<file path="src/hw/mips_id_pkg.sv">
`default_nettype none

package mips_id_pkg;

    localparam int DATA_W     = 32;
    localparam int REG_ADDR_W = 5;
    localparam int OPCODE_W   = 6;
    localparam int FUNCT_W    = 6;
    localparam int SHAMT_W    = 5;
    localparam int IMM_W      = 16;
    localparam int ALU_OP_W   = 8;
    localparam int ALU_SEL_W  = 3;

    // Primary opcodes
    localparam logic [OPCODE_W-1:0] OPC_SPECIAL = 6'b000000;
    localparam logic [OPCODE_W-1:0] OPC_ADDI    = 6'b001000;
    localparam logic [OPCODE_W-1:0] OPC_ADDIU   = 6'b001001;
    localparam logic [OPCODE_W-1:0] OPC_SLTI    = 6'b001010;
    localparam logic [OPCODE_W-1:0] OPC_SLTIU   = 6'b001011;
    localparam logic [OPCODE_W-1:0] OPC_ANDI    = 6'b001100;
    localparam logic [OPCODE_W-1:0] OPC_ORI     = 6'b001101;
    localparam logic [OPCODE_W-1:0] OPC_XORI    = 6'b001110;
    localparam logic [OPCODE_W-1:0] OPC_LUI     = 6'b001111;

    // Function codes under OPC_SPECIAL
    localparam logic [FUNCT_W-1:0] FN_SLL  = 6'b000000;
    localparam logic [FUNCT_W-1:0] FN_SRL  = 6'b000010;
    localparam logic [FUNCT_W-1:0] FN_SRA  = 6'b000011;
    localparam logic [FUNCT_W-1:0] FN_SLLV = 6'b000100;
    localparam logic [FUNCT_W-1:0] FN_SRLV = 6'b000110;
    localparam logic [FUNCT_W-1:0] FN_SRAV = 6'b000111;
    localparam logic [FUNCT_W-1:0] FN_ADD  = 6'b100000;
    localparam logic [FUNCT_W-1:0] FN_ADDU = 6'b100001;
    localparam logic [FUNCT_W-1:0] FN_SUB  = 6'b100010;
    localparam logic [FUNCT_W-1:0] FN_SUBU = 6'b100011;
    localparam logic [FUNCT_W-1:0] FN_AND  = 6'b100100;
    localparam logic [FUNCT_W-1:0] FN_OR   = 6'b100101;
    localparam logic [FUNCT_W-1:0] FN_XOR  = 6'b100110;
    localparam logic [FUNCT_W-1:0] FN_NOR  = 6'b100111;
    localparam logic [FUNCT_W-1:0] FN_SLT  = 6'b101010;
    localparam logic [FUNCT_W-1:0] FN_SLTU = 6'b101011;

    // ALU operation codes as seen by the execute stage
    localparam logic [ALU_OP_W-1:0] ALU_NOP   = 8'b00000000;
    localparam logic [ALU_OP_W-1:0] ALU_AND   = 8'b00100100;
    localparam logic [ALU_OP_W-1:0] ALU_OR    = 8'b00100101;
    localparam logic [ALU_OP_W-1:0] ALU_XOR   = 8'b00100110;
    localparam logic [ALU_OP_W-1:0] ALU_NOR   = 8'b00100111;
    localparam logic [ALU_OP_W-1:0] ALU_SLL   = 8'b01111100;
    localparam logic [ALU_OP_W-1:0] ALU_SRL   = 8'b00000010;
    localparam logic [ALU_OP_W-1:0] ALU_SRA   = 8'b00000011;
    localparam logic [ALU_OP_W-1:0] ALU_ADD   = 8'b00100000;
    localparam logic [ALU_OP_W-1:0] ALU_ADDU  = 8'b00100001;
    localparam logic [ALU_OP_W-1:0] ALU_SUB   = 8'b00100010;
    localparam logic [ALU_OP_W-1:0] ALU_SUBU  = 8'b00100011;
    localparam logic [ALU_OP_W-1:0] ALU_SLT   = 8'b00101010;
    localparam logic [ALU_OP_W-1:0] ALU_SLTU  = 8'b00101011;
    localparam logic [ALU_OP_W-1:0] ALU_ADDI  = 8'b01010101;
    localparam logic [ALU_OP_W-1:0] ALU_ADDIU = 8'b01010110;

    // Execute unit select
    localparam logic [ALU_SEL_W-1:0] SEL_NOP   = 3'b000;
    localparam logic [ALU_SEL_W-1:0] SEL_LOGIC = 3'b001;
    localparam logic [ALU_SEL_W-1:0] SEL_SHIFT = 3'b010;
    localparam logic [ALU_SEL_W-1:0] SEL_ARITH = 3'b100;

    typedef struct packed {
        logic [OPCODE_W-1:0]   opcode;
        logic [REG_ADDR_W-1:0] rs;
        logic [REG_ADDR_W-1:0] rt;
        logic [REG_ADDR_W-1:0] rd;
        logic [SHAMT_W-1:0]    shamt;
        logic [FUNCT_W-1:0]    funct;
    } r_ins_t;

    typedef struct packed {
        logic [OPCODE_W-1:0]   opcode;
        logic [REG_ADDR_W-1:0] rs;
        logic [REG_ADDR_W-1:0] rt;
        logic [IMM_W-1:0]      imm;
    } i_ins_t;

    typedef union packed {
        r_ins_t r;
        i_ins_t i;
    } ins_t;

endpackage

`default_nettype wire

</file>
<file path="src/hw/id_ex_reg.sv">
`timescale 1ns/1ps
`default_nettype none

module id_ex_reg
    import mips_id_pkg::*;
(
    input  wire                    clk,
    input  wire                    reset,
    input  wire                    in_valid,
    input  wire [ALU_OP_W-1:0]     alu_op,
    input  wire [ALU_SEL_W-1:0]    alu_sel,
    input  wire [DATA_W-1:0]       src1,
    input  wire [DATA_W-1:0]       src2,
    input  wire                    wr_en,
    input  wire [REG_ADDR_W-1:0]   wr_addr,
    output logic                   ex_valid,
    output logic [ALU_OP_W-1:0]    ex_alu_op,
    output logic [ALU_SEL_W-1:0]   ex_alu_sel,
    output logic [DATA_W-1:0]      ex_src1,
    output logic [DATA_W-1:0]      ex_src2,
    output logic                   ex_wr_en,
    output logic [REG_ADDR_W-1:0]  ex_wr_addr
);

    always_ff @(posedge clk) begin
        if (reset) begin
            ex_valid   <= 1'b0;
            ex_alu_op  <= ALU_NOP;
            ex_alu_sel <= SEL_NOP;
            ex_src1    <= '0;
            ex_src2    <= '0;
            ex_wr_en   <= 1'b0;
            ex_wr_addr <= '0;
        end else begin
            ex_valid   <= in_valid;
            ex_alu_op  <= alu_op;
            ex_alu_sel <= alu_sel;
            ex_src1    <= src1;
            ex_src2    <= src2;
            ex_wr_en   <= wr_en && in_valid;    // Bubbles never write back
            ex_wr_addr <= wr_addr;
        end
    end

    // A write reaching execute must belong to a real instruction
    a_wr_needs_valid: assert property (
        @(posedge clk) disable iff (reset)
        ex_wr_en |-> ex_valid
    ) else $error("id_ex_reg: write enable on an invalid slot");

endmodule

`default_nettype wire

</file>
<file path="src/hw/id_stage.sv">
`timescale 1ns/1ps
`default_nettype none

module id_stage
    import mips_id_pkg::*;
(
    input  wire                    clk,
    input  wire                    reset,
    input  wire                    in_valid,
    input  wire ins_t              ins,
    input  wire [DATA_W-1:0]       rf_data1,
    input  wire [DATA_W-1:0]       rf_data2,
    input  wire                    ex_fwd_en,
    input  wire [REG_ADDR_W-1:0]   ex_fwd_addr,
    input  wire [DATA_W-1:0]       ex_fwd_data,
    input  wire                    mem_fwd_en,
    input  wire [REG_ADDR_W-1:0]   mem_fwd_addr,
    input  wire [DATA_W-1:0]       mem_fwd_data,
    output logic [REG_ADDR_W-1:0]  addr1,
    output logic [REG_ADDR_W-1:0]  addr2,
    output logic                   ex_valid,
    output logic [ALU_OP_W-1:0]    ex_alu_op,
    output logic [ALU_SEL_W-1:0]   ex_alu_sel,
    output logic [DATA_W-1:0]      ex_src1,
    output logic [DATA_W-1:0]      ex_src2,
    output logic                   ex_wr_en,
    output logic [REG_ADDR_W-1:0]  ex_wr_addr
);

    logic                   rd1_en;
    logic                   rd2_en;
    logic [ALU_OP_W-1:0]    alu_op;
    logic [ALU_SEL_W-1:0]   alu_sel;
    logic                   wr_en;
    logic [REG_ADDR_W-1:0]  wr_addr;
    logic [DATA_W-1:0]      imm;
    logic [DATA_W-1:0]      src1;
    logic [DATA_W-1:0]      src2;

    op_decode op_decode_i (
        .ins     (ins),
        .rd1_en  (rd1_en),
        .rd2_en  (rd2_en),
        .addr1   (addr1),
        .addr2   (addr2),
        .alu_op  (alu_op),
        .alu_sel (alu_sel),
        .wr_en   (wr_en),
        .wr_addr (wr_addr),
        .imm     (imm)
    );

    operand_bypass bypass1_i (
        .rd_en        (rd1_en),
        .addr         (addr1),
        .rf_data      (rf_data1),
        .imm          (imm),
        .ex_fwd_en    (ex_fwd_en),
        .ex_fwd_addr  (ex_fwd_addr),
        .ex_fwd_data  (ex_fwd_data),
        .mem_fwd_en   (mem_fwd_en),
        .mem_fwd_addr (mem_fwd_addr),
        .mem_fwd_data (mem_fwd_data),
        .src          (src1)
    );

    operand_bypass bypass2_i (
        .rd_en        (rd2_en),
        .addr         (addr2),
        .rf_data      (rf_data2),
        .imm          (imm),
        .ex_fwd_en    (ex_fwd_en),
        .ex_fwd_addr  (ex_fwd_addr),
        .ex_fwd_data  (ex_fwd_data),
        .mem_fwd_en   (mem_fwd_en),
        .mem_fwd_addr (mem_fwd_addr),
        .mem_fwd_data (mem_fwd_data),
        .src          (src2)
    );

    id_ex_reg id_ex_reg_i (
        .clk        (clk),
        .reset      (reset),
        .in_valid   (in_valid),
        .alu_op     (alu_op),
        .alu_sel    (alu_sel),
        .src1       (src1),
        .src2       (src2),
        .wr_en      (wr_en),
        .wr_addr    (wr_addr),
        .ex_valid   (ex_valid),
        .ex_alu_op  (ex_alu_op),
        .ex_alu_sel (ex_alu_sel),
        .ex_src1    (ex_src1),
        .ex_src2    (ex_src2),
        .ex_wr_en   (ex_wr_en),
        .ex_wr_addr (ex_wr_addr)
    );

endmodule

`default_nettype wire

</file>
<file path="src/hw/op_decode.sv">
`timescale 1ns/1ps
`default_nettype none

module op_decode
    import mips_id_pkg::*;
(
    input  wire ins_t                  ins,
    output logic                       rd1_en,
    output logic                       rd2_en,
    output logic [REG_ADDR_W-1:0]      addr1,
    output logic [REG_ADDR_W-1:0]      addr2,
    output logic [ALU_OP_W-1:0]        alu_op,
    output logic [ALU_SEL_W-1:0]       alu_sel,
    output logic                       wr_en,
    output logic [REG_ADDR_W-1:0]      wr_addr,
    output logic [DATA_W-1:0]          imm
);

    logic [DATA_W-1:0] imm_zext;
    logic [DATA_W-1:0] imm_sext;
    logic [DATA_W-1:0] imm_upper;
    logic [DATA_W-1:0] imm_shamt;

    assign imm_zext  = {{(DATA_W-IMM_W){1'b0}}, ins.i.imm};
    assign imm_sext  = {{(DATA_W-IMM_W){ins.i.imm[IMM_W-1]}}, ins.i.imm};
    assign imm_upper = {ins.i.imm, {(DATA_W-IMM_W){1'b0}}};
    assign imm_shamt = {{(DATA_W-SHAMT_W){1'b0}}, ins.r.shamt};

    // Source registers always come from rs and rt
    assign addr1 = ins.i.rs;
    assign addr2 = ins.i.rt;

    always_comb begin
        alu_op  = ALU_NOP;                      // Bubble unless matched below
        alu_sel = SEL_NOP;
        rd1_en  = 1'b0;
        rd2_en  = 1'b0;
        wr_en   = 1'b0;
        wr_addr = ins.r.rd;
        imm     = '0;

        if (ins.i.opcode == OPC_SPECIAL) begin
            case (ins.r.funct)
                FN_AND:  alu_op = ALU_AND;
                FN_OR:   alu_op = ALU_OR;
                FN_XOR:  alu_op = ALU_XOR;
                FN_NOR:  alu_op = ALU_NOR;
                FN_SLL:  alu_op = ALU_SLL;
                FN_SLLV: alu_op = ALU_SLL;
                FN_SRL:  alu_op = ALU_SRL;
                FN_SRLV: alu_op = ALU_SRL;
                FN_SRA:  alu_op = ALU_SRA;
                FN_SRAV: alu_op = ALU_SRA;
                FN_ADD:  alu_op = ALU_ADD;
                FN_ADDU: alu_op = ALU_ADDU;
                FN_SUB:  alu_op = ALU_SUB;
                FN_SUBU: alu_op = ALU_SUBU;
                FN_SLT:  alu_op = ALU_SLT;
                FN_SLTU: alu_op = ALU_SLTU;
                default: alu_op = ALU_NOP;
            endcase

            case (ins.r.funct)
                FN_AND, FN_OR, FN_XOR, FN_NOR:
                    alu_sel = SEL_LOGIC;
                FN_SLL, FN_SRL, FN_SRA, FN_SLLV, FN_SRLV, FN_SRAV:
                    alu_sel = SEL_SHIFT;
                FN_ADD, FN_ADDU, FN_SUB, FN_SUBU, FN_SLT, FN_SLTU:
                    alu_sel = SEL_ARITH;
                default:
                    alu_sel = SEL_NOP;
            endcase

            if (alu_sel != SEL_NOP) begin
                rd1_en = 1'b1;
                rd2_en = 1'b1;
                wr_en  = 1'b1;
            end

            // Constant shifts take shamt in place of rs
            if (ins.r.funct == FN_SLL || ins.r.funct == FN_SRL || ins.r.funct == FN_SRA) begin
                rd1_en = 1'b0;
                imm    = imm_shamt;
            end
        end else begin
            case (ins.i.opcode)
                OPC_ANDI: begin
                    alu_op  = ALU_AND;
                    alu_sel = SEL_LOGIC;
                    imm     = imm_zext;
                end
                OPC_ORI: begin
                    alu_op  = ALU_OR;
                    alu_sel = SEL_LOGIC;
                    imm     = imm_zext;
                end
                OPC_XORI: begin
                    alu_op  = ALU_XOR;
                    alu_sel = SEL_LOGIC;
                    imm     = imm_zext;
                end
                OPC_LUI: begin
                    alu_op  = ALU_OR;           // Upper half ORed with rs
                    alu_sel = SEL_LOGIC;
                    imm     = imm_upper;
                end
                OPC_ADDI, OPC_ADDIU, OPC_SLTI, OPC_SLTIU: begin
                    alu_sel = SEL_ARITH;
                    imm     = imm_sext;
                end
                default: begin
                end
            endcase

            case (ins.i.opcode)
                OPC_ADDI:  alu_op = ALU_ADDI;
                OPC_ADDIU: alu_op = ALU_ADDIU;
                OPC_SLTI:  alu_op = ALU_SLT;
                OPC_SLTIU: alu_op = ALU_SLTU;
                default: begin
                end
            endcase

            if (alu_sel != SEL_NOP) begin
                rd1_en  = 1'b1;
                wr_en   = 1'b1;
                wr_addr = ins.i.rt;             // I-type writes rt
            end
        end

        assert (!wr_en || rd1_en || rd2_en)
            else $error("op_decode: register write with no source read");
    end

endmodule

`default_nettype wire

</file>
<file path="src/hw/operand_bypass.sv">
`timescale 1ns/1ps
`default_nettype none

module operand_bypass
    import mips_id_pkg::*;
(
    input  wire                    rd_en,
    input  wire [REG_ADDR_W-1:0]   addr,
    input  wire [DATA_W-1:0]       rf_data,
    input  wire [DATA_W-1:0]       imm,
    input  wire                    ex_fwd_en,
    input  wire [REG_ADDR_W-1:0]   ex_fwd_addr,
    input  wire [DATA_W-1:0]       ex_fwd_data,
    input  wire                    mem_fwd_en,
    input  wire [REG_ADDR_W-1:0]   mem_fwd_addr,
    input  wire [DATA_W-1:0]       mem_fwd_data,
    output logic [DATA_W-1:0]      src
);

    logic ex_hit;
    logic mem_hit;

    assign ex_hit  = ex_fwd_en && (ex_fwd_addr == addr);
    assign mem_hit = mem_fwd_en && (mem_fwd_addr == addr);

    always_comb begin
        if (!rd_en) begin
            src = imm;
        end else if (ex_hit) begin
            src = ex_fwd_data;                  // Youngest result wins
        end else if (mem_hit) begin
            src = mem_fwd_data;
        end else begin
            src = rf_data;
        end

        assert (rd_en || src == imm)
            else $error("operand_bypass: immediate not selected with read disabled");
    end

endmodule

`default_nettype wire

</file>
<file path="config.mk">
export PLATFORM = sky130hd
export DESIGN_NAME = id_stage
export DESIGN_NICKNAME = d
export VERILOG_FILES = /design/src/hw/mips_id_pkg.sv /design/src/hw/id_ex_reg.sv /design/src/hw/id_stage.sv /design/src/hw/op_decode.sv /design/src/hw/operand_bypass.sv
export SDC_FILE = /design/constraint.sdc
export NUM_CORES = 1
export LEC_CHECK = 0
export ABC_CLOCK_PERIOD_IN_PS = 9000
export BUFFER_PORTS_ARGS = -buffer_cell sky130_fd_sc_hd__clkbuf_2
export CORE_ASPECT_RATIO = 1.2
export CORE_MARGIN = 2
export CORE_UTILIZATION = 51
export CTS_BUF_LIST = sky130_fd_sc_hd__clkbuf_2 sky130_fd_sc_hd__clkbuf_4 sky130_fd_sc_hd__clkbuf_8
export DETAILED_ROUTE_END_ITERATION = 10
export PLACE_DENSITY = 0.9
export SETUP_SLACK_MARGIN = 0.05
export SYNTH_ARGS = -nofsm -noshare
export SYNTH_HDL_FRONTEND = slang
export SYNTH_HIERARCHICAL = 1
export SYNTH_SLANG_ARGS = --single-unit
</file>
<file path="constraint.sdc">
create_clock -name clk -period 9 [get_ports clk]
set_clock_uncertainty 0.2 [all_clocks]
set_input_delay 1.35 -clock clk [delete_from_list [all_inputs] [get_ports clk]]
set_output_delay 1.35 -clock clk [all_outputs]
set_load 0.01 [all_outputs]
</file>
; ---- Word level (Yosys, flattened, before mapping)
; Memory sizes are Yosys's and may differ from the RTL's.
; Cells that the tools add are included.
[word_totals]
register_bits = 82
rom_bits = 640
inputBits = 175
output_inout_bits = 92
wordCells = 62
n_memories = 2
[op_classes]
eq_ne = 14
n_mux = 24
reduce_logical = 15
[mem_list]
columns = memory, words, word_bits, rd, rd_clocked_by_memory_dff, wr, line
row1 = (name not given), 64, 7, 1, 0, 0, op_decode.sv:43  ; case (ins.r.funct)
row2 = (name not given), 64, 3, 1, 0, 0, op_decode.sv:63  ; case (ins.r.funct)
[ops]
columns = cell, count
row1 = 32-bit 2-to-1 mux, 7
row2 = 32-bit case mux with 3 select lines, 1
row3 = 6-bit by 4-bit equality test with 1-bit output (second input constant), 8
row4 = 7-bit case mux with 4 select lines, 1
row5 = 5-bit equality test, 4
row6 = 6-bit case mux with 3 select lines, 1
row7 = 5-bit 2-to-1 mux, 3
row8 = 6-bit by 2-bit equality test with 1-bit output (second input constant), 2
row9 = 6-bit logical NOT, 2
row10 = 3-bit 2-to-1 mux, 3
row11 = 8-bit 2-to-1 mux, 1
row12 = 4-bit OR reduction, 2
row13 = 1-bit 2-to-1 mux, 6
row14 = 3-bit case mux with 2 select lines, 1
row15 = 3-bit nonzero test, 2
row16 = 1-bit logical AND, 5
row17 = 3-bit OR reduction, 1
row18 = 1-bit logical OR, 2
row19 = 2-bit OR reduction, 1

; ---- Longest topological paths before layout
; Gate-level depths: netlist of the first run.
[logic_depth]
depth_word = 8
mapped_depth = 11
depth_no_buf = 7

; ---- Modules after synthesis
; Netlist of the first run, hierarchy kept.
[by_module_without_submodules]
columns = module, n_inst, cells_per_inst, area_per_inst_um2, seq_area_each_um2
row1 = id_ex_reg, 1, 173, 2621.3, 1641.6
row2 = operand_bypass, 2, 161, 1298.7, 0.0
row3 = op_decode, 1, 125, 784.5, 0.0

; ---- Least setup slack after synthesis of the first run
; Ideal clock, no wire load.
[synth_path]
path_kind = input-to-reg
from = input port ins[1] (netlist bit)
to = register id_ex_reg_i.ex_src1[3]
setup_ps = 114
arrival_time_ps = 3483
required_time_ps = 8686
slack_ps = 5203
path_stages = 9
path_buffers = 4
cell_sequence = clkbuf_1 -> nand2b_1 -> and3_1 -> o41ai_1 -> clkbuf_2 -> buf_2 -> buf_2 -> o221ai_1 -> nor2b_2
[synth_between]
elab_chain_cells = 7
word_cells_on_any_way = 14
cone_classes = eq/ne: 2 / mux: 7 / reduce/logical: 4 / memory: 1
[synth_rtl]
columns = item, line
row1 = from (decl), id_stage.sv:10  ; input wire ins_t ins,
row2 = memory read 64 x 3 bit, --
row3 = 3-bit 2-to-1 mux, op_decode.sv:42  ; if (ins.i.opcode == OPC_SPECIAL) begin
row4 = 3-bit nonzero test, op_decode.sv:74  ; if (alu_sel != SEL_NOP) begin
row5 = 1-bit 2-to-1 mux, op_decode.sv:74
row6 = 1-bit 2-to-1 mux *, op_decode.sv:81  ; if (ins.r.funct == FN_SLL || ins.r.funct == FN_SRL || ins.r.funct == FN_SRA) begin
row7 = 1-bit 2-to-1 mux *, op_decode.sv:42
row8 = via rd1_en, id_stage.sv:30  ; logic rd1_en;
row9 = 32-bit 2-to-1 mux *, operand_bypass.sv:27  ; if (!rd_en) begin
row10 = via src1[3], id_stage.sv:37  ; logic [DATA_W-1:0] src1;
row11 = to (signal assigned), id_ex_reg.sv:38  ; ex_src1 <= src1;
row12 = to (decl), id_ex_reg.sv:19  ; output logic [DATA_W-1:0] ex_src1,
; The timed path passes the listed nets; every way through them passes the cells marked *. The select of a mux whose other input is x is not followed.
; A chain may end at the register's enable or synchronous reset.

; ---- Final worst setup path of the first run
[layout_path]
from = input port ins[26] (netlist bit)
to = register id_ex_reg_i.ex_src2[20]
[layout_between]
word_cells_on_any_way = 15
cone_classes = eq/ne: 8 / mux: 4 / reduce/logical: 3
[layout_rtl]
columns = item, line
row1 = 6-bit logical NOT, op_decode.sv:42
row2 = 1-bit 2-to-1 mux, op_decode.sv:42
row3 = via rd2_en, id_stage.sv:31  ; logic rd2_en;
row4 = 32-bit 2-to-1 mux, operand_bypass.sv:27
row5 = via src2[20], id_stage.sv:38  ; logic [DATA_W-1:0] src2;
row6 = to (signal assigned), id_ex_reg.sv:39  ; ex_src2 <= src2;
row7 = to (decl), id_ex_reg.sv:20  ; output logic [DATA_W-1:0] ex_src2,
; The timed path passes the listed nets, and every way through them passes these cells.

==> results of run 1 <==
how the worst max path moves through the flow:
stage | from | end | cells after the start
after floorplan | ins[1] | id_ex_reg_i/ex_src1[3]$_SDFF_PP0_ | 9
after CTS | ins[26] | id_ex_reg_i/ex_src2[20]$_SDFF_PP0_ | 8
final | ins[26] | id_ex_reg_i/ex_src2[20]$_SDFF_PP0_ | 8
after global placement | ins[26] | id_ex_reg_i/ex_src2[3]$_SDFF_PP0_ | 8
after global routing | ins[26] | id_ex_reg_i/ex_src2[11]$_SDFF_PP0_ | 8
after detailed placement | ins[26] | id_ex_reg_i/ex_src2[11]$_SDFF_PP0_ | 8
synthesized netlist by cell type, types with 2 or more instances:
cell | instances | share of area
inv_1 | 52 | 0.033
xor2_1 | 16 | 0.023
clkbuf_2 | 2 | 0.0017
mux2i_1 | 64 | 0.11
nand2_1 | 8 | 0.0050
buf_12 | 13 | 0.043
xnor2_1 | 5 | 0.0073
nor2b_4 | 23 | 0.053
o221ai_1 | 4 | 0.0058
o21ai_2 | 8 | 0.012
nand2b_4 | 2 | 0.0046
nor2b_2 | 50 | 0.073
nor4_1 | 6 | 0.0063
o22ai_1 | 5 | 0.0052
nor3_1 | 2 | 0.0017
mux2_2 | 5 | 0.0094
a21o_1 | 13 | 0.016
nand3_1 | 43 | 0.036
o21ai_0 | 4 | 0.0033
buf_4 | 12 | 0.015
buf_2 | 20 | 0.017
o32ai_1 | 7 | 0.010
nor2_1 | 11 | 0.0069
dfxtp_1 | 82 | 0.27
o31ai_1 | 2 | 0.0025
a21oi_1 | 7 | 0.0058
o221ai_2 | 36 | 0.090
a31oi_1 | 25 | 0.026
and2_1 | 6 | 0.0063
buf_8 | 5 | 0.013
o21ai_1 | 16 | 0.013
clkbuf_1 | 8 | 0.0050
nand2b_1 | 2 | 0.0021
nor2b_1 | 33 | 0.034
and3b_1 | 2 | 0.0029
buf_6 | 7 | 0.013
and3_1 | 6 | 0.0063
layer usage:
metal | vias up | share of wire
li1 | 2595 | -
met1 | 2588 | 0.37
met2 | 258 | 0.54
met3 | 30 | 0.069
met4 | 0 | 0.023
met5 | - | 0
cells in the final DEF, fill, tap and decap left out, types with 7 or more instances in the layout:
| cell | n |
|---|---|
| o21ai_2 | 8 |
| a21oi_1 | 7 |
| o21ai_1 | 16 |
| a21o_1 | 13 |
| mux2i_1 | 64 |
| nor2b_4 | 23 |
| nor2b_2 | 50 |
| inv_1 | 52 |
| dfxtp_1 | 82 |
| a31oi_1 | 25 |
| nand2_1 | 8 |
| clkbuf_8 | 10 |
| nor2_1 | 11 |
| o32ai_1 | 7 |
| xor2_1 | 16 |
| nand3_1 | 43 |
| clkbuf_2 | 265 |
| o221ai_2 | 36 |
| buf_4 | 7 |
| nor2b_1 | 33 |
report_power, final:
part	internal, W	leakage (nW)	switching, W	total, W
Sequential	0.000372	0.666	0.00000261	0.000374
Clock	0.000133	0.0941	0.000137	0.000271
Combinational	0.0000752	2.32	0.0000904	0.000166
Total	0.000580	3.08	0.000230	0.000811
cell families (layout without fill, tap and decap cells):
| logic type | Yosys count | in the layout | synth area share |
|---|---|---|---|
| compound gates | 130 | 130 | 0.195 |
| xor+xnor | 21 | 21 | 0.0306 |
| buf+inv | 119 | 339 | 0.140 |
| flops | 82 | 82 | 0.273 |
| mux | 69 | 69 | 0.116 |
| other cells | 1 | 1 | 0.000625 |
| simple gates | 198 | 198 | 0.245 |
state kept, by name (all words and copies together) (netlist names):
name and count:
id_ex_reg_i/ex_src1 32, id_ex_reg_i/ex_wr_addr 5, id_ex_reg_i/ex_valid 1, id_ex_reg_i/ex_wr_en 1, id_ex_reg_i/ex_alu_op 8, id_ex_reg_i/ex_src2 32
id_ex_reg_i/ex_alu_sel 3
cell type report:
class                   instances  share of cell area
repair buffers                272               0.193
flip-flops and latches         82               0.230
clock inverters                 5             0.00771
clock buffers                  10              0.0193
inverters                      52              0.0273
multi-input cells             419               0.495
well taps                     157              0.0275
metrics by stage:
stage / total power [W] / std cells / area, um2 / setup slack (ns)
2_1_floorplan: 0.000487 / 620 / 6000 / 5.20
3_3_place_gp: 0.000543 / 982 / 6950 / 4.45
3_5_place_dp: 0.000548 / 982 / 6950 / 4.34
4_1_cts: 0.000817 / 997 / 7140 / 4.70
5_1_grt: 0.000843 / 997 / 7140 / 4.43
6_report: 0.000811 / 997 / 7140 / 4.65
==> reports/qor.csv, run 1 <==
metric,value,unit
synth-edff-count,0,
post_cts_buffers,0,
postSynth.asyncResetShare,0,
holdBufCountCts,0,
outcome,"complete, no violations",
grt_max_degree,66,
cts_tree,done,
nets,1011,
hold_end,id_ex_reg_i/ex_valid$_SDFF_PP0_,
path_buf_inv,2,
first_global_vias,5234,
period_share,0.484,
crit_family,simple AND/OR/NAND/NOR gates,
die_area,0.0127,mm2
hold_class,input port to flop,
critical_path.slowest_cell,buf_4,
crit_fanout,61,
wl,18.1,mm
gp_congestion,0.890,
required,9.08,ns
rows,43,
hold_viol,0,
worstMarginPinSlew,1.08,ns
synthCells,620,
vias_per_cell,5.49,
ant_nets,0,
grtUsageMet1,0.294,
area_growth,19.0,%
overflow,0,
grt_usage,0.271,
dr.pass1.iters,5,
die_w,103,um
start_util,0.521,
io_pins,267,
period_minus_slack,4.35,ns
ys_seq_area_frac,0.273,
avgSynthCellArea,9.68,um2
slew_violations,0,
grt.busiest_layer,met2,
synth_nets,795,
drv_cap,0,
p_leak,3.08,nW
fillers,1056,
hold-path-cell-count,2,
cp_cell_sequence,clkbuf_2 > nor4_1 > nand2_1 > nor3_2 > buf_4 > nand2b_4 > o221ai_2 > nor2b_4,
drive_gt1_frac,0.498,
yosys.cell_types.count,45,
yosys_warnings,6,
root_buffer,clkbuf_8,
drc_errors,0,
whs,1.06,ns
h-tree-depth,3,
ctsResizeCount,0,
final_util,0.620,
rsz0062_at_grt,false,
coreArea,0.0115,mm2
drt_iter0_drc,335,
netlist_area,0.00600,mm2
tns,0,ns
grtUsageMet3,0.0490,
portBuffers,266,
multi_input_area,0.00354,mm2
grt_pass1_wl,26.1,mm
fmax,230,MHz
post_drt_wl_per_cell,18.1,um
relSlewSlack,0.278,
hp-start,in_valid,
fp.dieH,123,um
antenna_found_initial,0,
cts-buffers-inserted,9,
clock_sinks,82,
ys_ff_latch,82,
clkTransAtPathRegs,0.08,ns
cp-end-kind,flop,
vdd_ir_drop_max,0.0000816,V
max-clock-path-buffers,2,
n_antenna_cell,0,
regArea,0.00164,mm2
start_kind,input port,
power-per-cell-area,114,mW/mm2
cp_slowest_stage_delay,0.65,ns
critical_path_arrival,4.44,ns
synth_top_flop_cell,dfxtp_1,
met2_usage,0.508,
worstSetupPathType,input port to flop,
setup-violations-final,0,
place_hpwl,13.8,mm
vias,5471,
No activity file was read; power rests on OpenSTA's default activity.
==> run 2, diff against run 1 <==
--- a/config.mk
+++ b/config.mk
@@ -5,14 +5,15 @@
 export SDC_FILE = /design/constraint.sdc
 export NUM_CORES = 1
 export LEC_CHECK = 0
-export ABC_CLOCK_PERIOD_IN_PS = 9000
+export ABC_AREA = 1
+export ABC_CLOCK_PERIOD_IN_PS = 4450
 export BUFFER_PORTS_ARGS = -buffer_cell sky130_fd_sc_hd__clkbuf_2
 export CORE_ASPECT_RATIO = 1.2
 export CORE_MARGIN = 2
-export CORE_UTILIZATION = 51
+export CORE_UTILIZATION = 50
 export CTS_BUF_LIST = sky130_fd_sc_hd__clkbuf_2 sky130_fd_sc_hd__clkbuf_4 sky130_fd_sc_hd__clkbuf_8
 export DETAILED_ROUTE_END_ITERATION = 10
-export PLACE_DENSITY = 0.9
+export PLACE_DENSITY = 0.89
 export SETUP_SLACK_MARGIN = 0.05
 export SYNTH_ARGS = -nofsm -noshare
 export SYNTH_HDL_FRONTEND = slang
==> constraint.sdc (replaced) <==
create_clock -name clk -period 4.45 [get_ports clk]
set_clock_uncertainty 0.2 [all_clocks]
set_input_delay 0.6675 -clock clk [delete_from_list [all_inputs] [get_ports clk]]
set_output_delay 0.6675 -clock clk [all_outputs]
set_load 0.01 [all_outputs]
==> reports/qor.csv, run 2 <==
metric,value,unit,change
clkTransAtPathRegs,0.08,ns,about the same
relSlewSlack,0.268,,was 0.278
ctsResizeCount,0,,unchanged
vias,7532,,"was 5,471"
fillers,1186,,"was 1,056"
yosys.cell_types.count,26,,was 45
yosysMostFrequentCell,nand2_1,,was dfxtp_1
area_growth,19.4,%,was 19.0%
n_antenna_cell,0,,unchanged
synth_nets,1242,,was 795
start_util,0.510,,was 0.521
p_total,0.00163,W,was 0.000811 W
post_drt_wl_per_cell,14.7,um,was 18.1 um
period_minus_slack,2.65,ns,
yosysTopAreaCellShare,0.267,,was 0.273
post_cts_buffers,0,,unchanged
drc_errors,0,,unchanged
power-per-cell-area,221,mW/mm2,was 114 mW/mm2
drt_iter0_drc,585,,was 335
outcome,"complete, no violations",,unchanged
tns,0,ns,unchanged
start_kind,input port,,unchanged
ys_seq_area_frac,0.267,,was 0.273
top_regs,"id_ex_reg_i/ex_src1: 32 flops, id_ex_reg_i/ex_src2: 32 flops, id_ex_reg_i/ex_alu_op: 8 flops",,unchanged
grt_pass1_wl,32.7,mm,was 26.1 mm
p_leak,4.26,nW,was 3.08 nW
die_area,0.0132,mm2,was 0.0127 mm2
regArea,0.00164,mm2,unchanged
ant_nets,0,,unchanged
yosys-top-cells-area,"dfxtp_1, nand2_1, nor2_1",,"was dfxtp_1, mux2i_1, o221ai_2"
worstMarginPinSlew,1.10,ns,was 1.08 ns
fp.dieH,126,um,was 123 um
wl,21.1,mm,was 18.1 mm
cts-buffers-inserted,9,,unchanged
worstSetupPathType,input port to flop,,unchanged
ys_top_cells_by_count,"nand2_1, nor2_1, inv_1",,"was dfxtp_1, mux2i_1, inv_1"
place_hpwl,15.1,mm,was 13.8 mm
hold_class,input port to flop,,unchanged
nets,1453,,"was 1,011"
avgSynthCellArea,5.77,um2,was 9.68 um2
postSynth.asyncResetShare,0,,unchanged
coreArea,0.0121,mm2,was 0.0115 mm2
ys_ff_latch,82,,unchanged
dr.pass1.iters,5,,unchanged
overflow,0,,unchanged
holdBufCountCts,0,,unchanged
critical_path_arrival,2.66,ns,was 4.44 ns
first_global_vias,6895,,"was 5,234"
slew_violations,0,,unchanged
io_pins,267,,unchanged
rsz0062_at_grt,false,,unchanged
h-tree-depth,3,,unchanged
drive_gt1_frac,0.269,,was 0.498
vdd_ir_drop_max,0.000117,V,was 0.0000816 V
max-clock-path-buffers,2,,unchanged
gp_congestion,0.936,,was 0.890
yosysTopAreaCell,dfxtp_1,,unchanged
period_share,0.596,,
cts_tree,done,,unchanged
root_buffer,clkbuf_8,,unchanged
grt_max_degree,65,,was 66
vias_per_cell,5.23,,was 5.49
final_cell_mix,"nand2_1, clkbuf_2, nor2_1",,"was clkbuf_2, dfxtp_1, mux2i_1"
antenna_found_initial,0,,unchanged
crit_fanout,64,,was 61
layout_commonest_cell,nand2_1,,was clkbuf_2
netlist_area,0.00615,mm2,was 0.00600 mm2
synthCells,1067,,was 620
synth_top_flop_cell,dfxtp_1,,unchanged
hold_viol,0,,unchanged
multi_input_area,0.00346,mm2,was 0.00354 mm2
grt_usage,0.311,,was 0.271
synth-edff-count,0,,unchanged
fmax,377,MHz,
cp-end-kind,flop,,unchanged
setup-violations-final,0,,unchanged
required,4.46,ns,was 9.08 ns
drv_cap,0,,unchanged
portBuffers,266,,unchanged
die_w,105,um,was 103 um
clock_sinks,82,,unchanged
rows,44,,was 43
yosys_warnings,6,,unchanged
run 2: cell types whose count changed after synthesis, moves of 25 or more:
cell | before | now
nor2_1 | 11 | 235
o221ai_2 | 36 | 0
inv_1 | 52 | 121
nand3_1 | 43 | 70
mux2i_1 | 64 | 0
a31oi_1 | 25 | 0
nand2_1 | 8 | 339
nor2b_1 | 33 | 0
nand4_1 | 0 | 68
nor2b_2 | 50 | 0
run 2: power by group:
part	switching, W	total [W]	internal [W]
logic	0.000268	0.000416	0.000147
clock network	0.000261	0.000451	0.000190
registers	0.00000728	0.000760	0.000752
total	0.000536	0.00163	0.00109
run 2: final cells by class:
cell class	instances	share of cell area
multi-input combinational	776	0.471
sequential	82	0.224
timing repair buffer	273	0.188
inverter	136	0.0695
tap	161	0.0274
clock buffer	9	0.0169
clock inverter	4	0.00307
run 2: logic make-up after synthesis:
logic type	after synthesis	share of synthesized area
buf+inv	209	0.172
other cells	1	0.000609
flops	82	0.267
simple gates	739	0.520
compound gates	36	0.0407
run 2: through the flow:
stage          hold WS [ns]  setup slack, ns   util  area [um2]  cells
6_report              0.317             1.80  0.609        7340   1441
2_1_floorplan         0.574             2.36      -        6150   1067
4_1_cts               0.302             1.91  0.609        7340   1441
3_5_place_dp          0.681             1.54  0.597        7200   1428
5_1_grt               0.320             1.64  0.609        7340   1441
3_3_place_gp          0.682             1.65  0.597        7200   1428
run 2: critical path, cell delays in order:
cell,delay (ns)
clkbuf_2,0.12
inv_1,0.12
nand2_1,0.10
nand2_1,0.07
nand3_1,0.09
nand3_1,0.10
nand3_1,0.08
nand2_1,0.06
inv_2,0.78
nor2_1,0.14
nand2_1,0.12
nand2_1,0.07
inv_1,0.07
nor2_1,0.04
run 2: per-layer routing:
metal | vias to the layer above | wire [um] | global-route usage
met5 | - | 0 | 0
met4 | 0 | 1060 | 0.193
met2 | 448 | 10100 | 0.523
met3 | 89 | 1840 | 0.0375
met1 | 3299 | 8180 | 0.375
li1 | 3696 | - | -
run 2: worst paths after layout:
kind | from | to | slack (ns) | depth (start not counted)
worst min-delay path | in_valid | id_ex_reg_i/ex_valid$_SDFF_PP0_ | 0.32 | 3
worst max-delay path | ins[2] | id_ex_reg_i/ex_src1[11]$_SDFF_PP0_ | 1.80 | 14
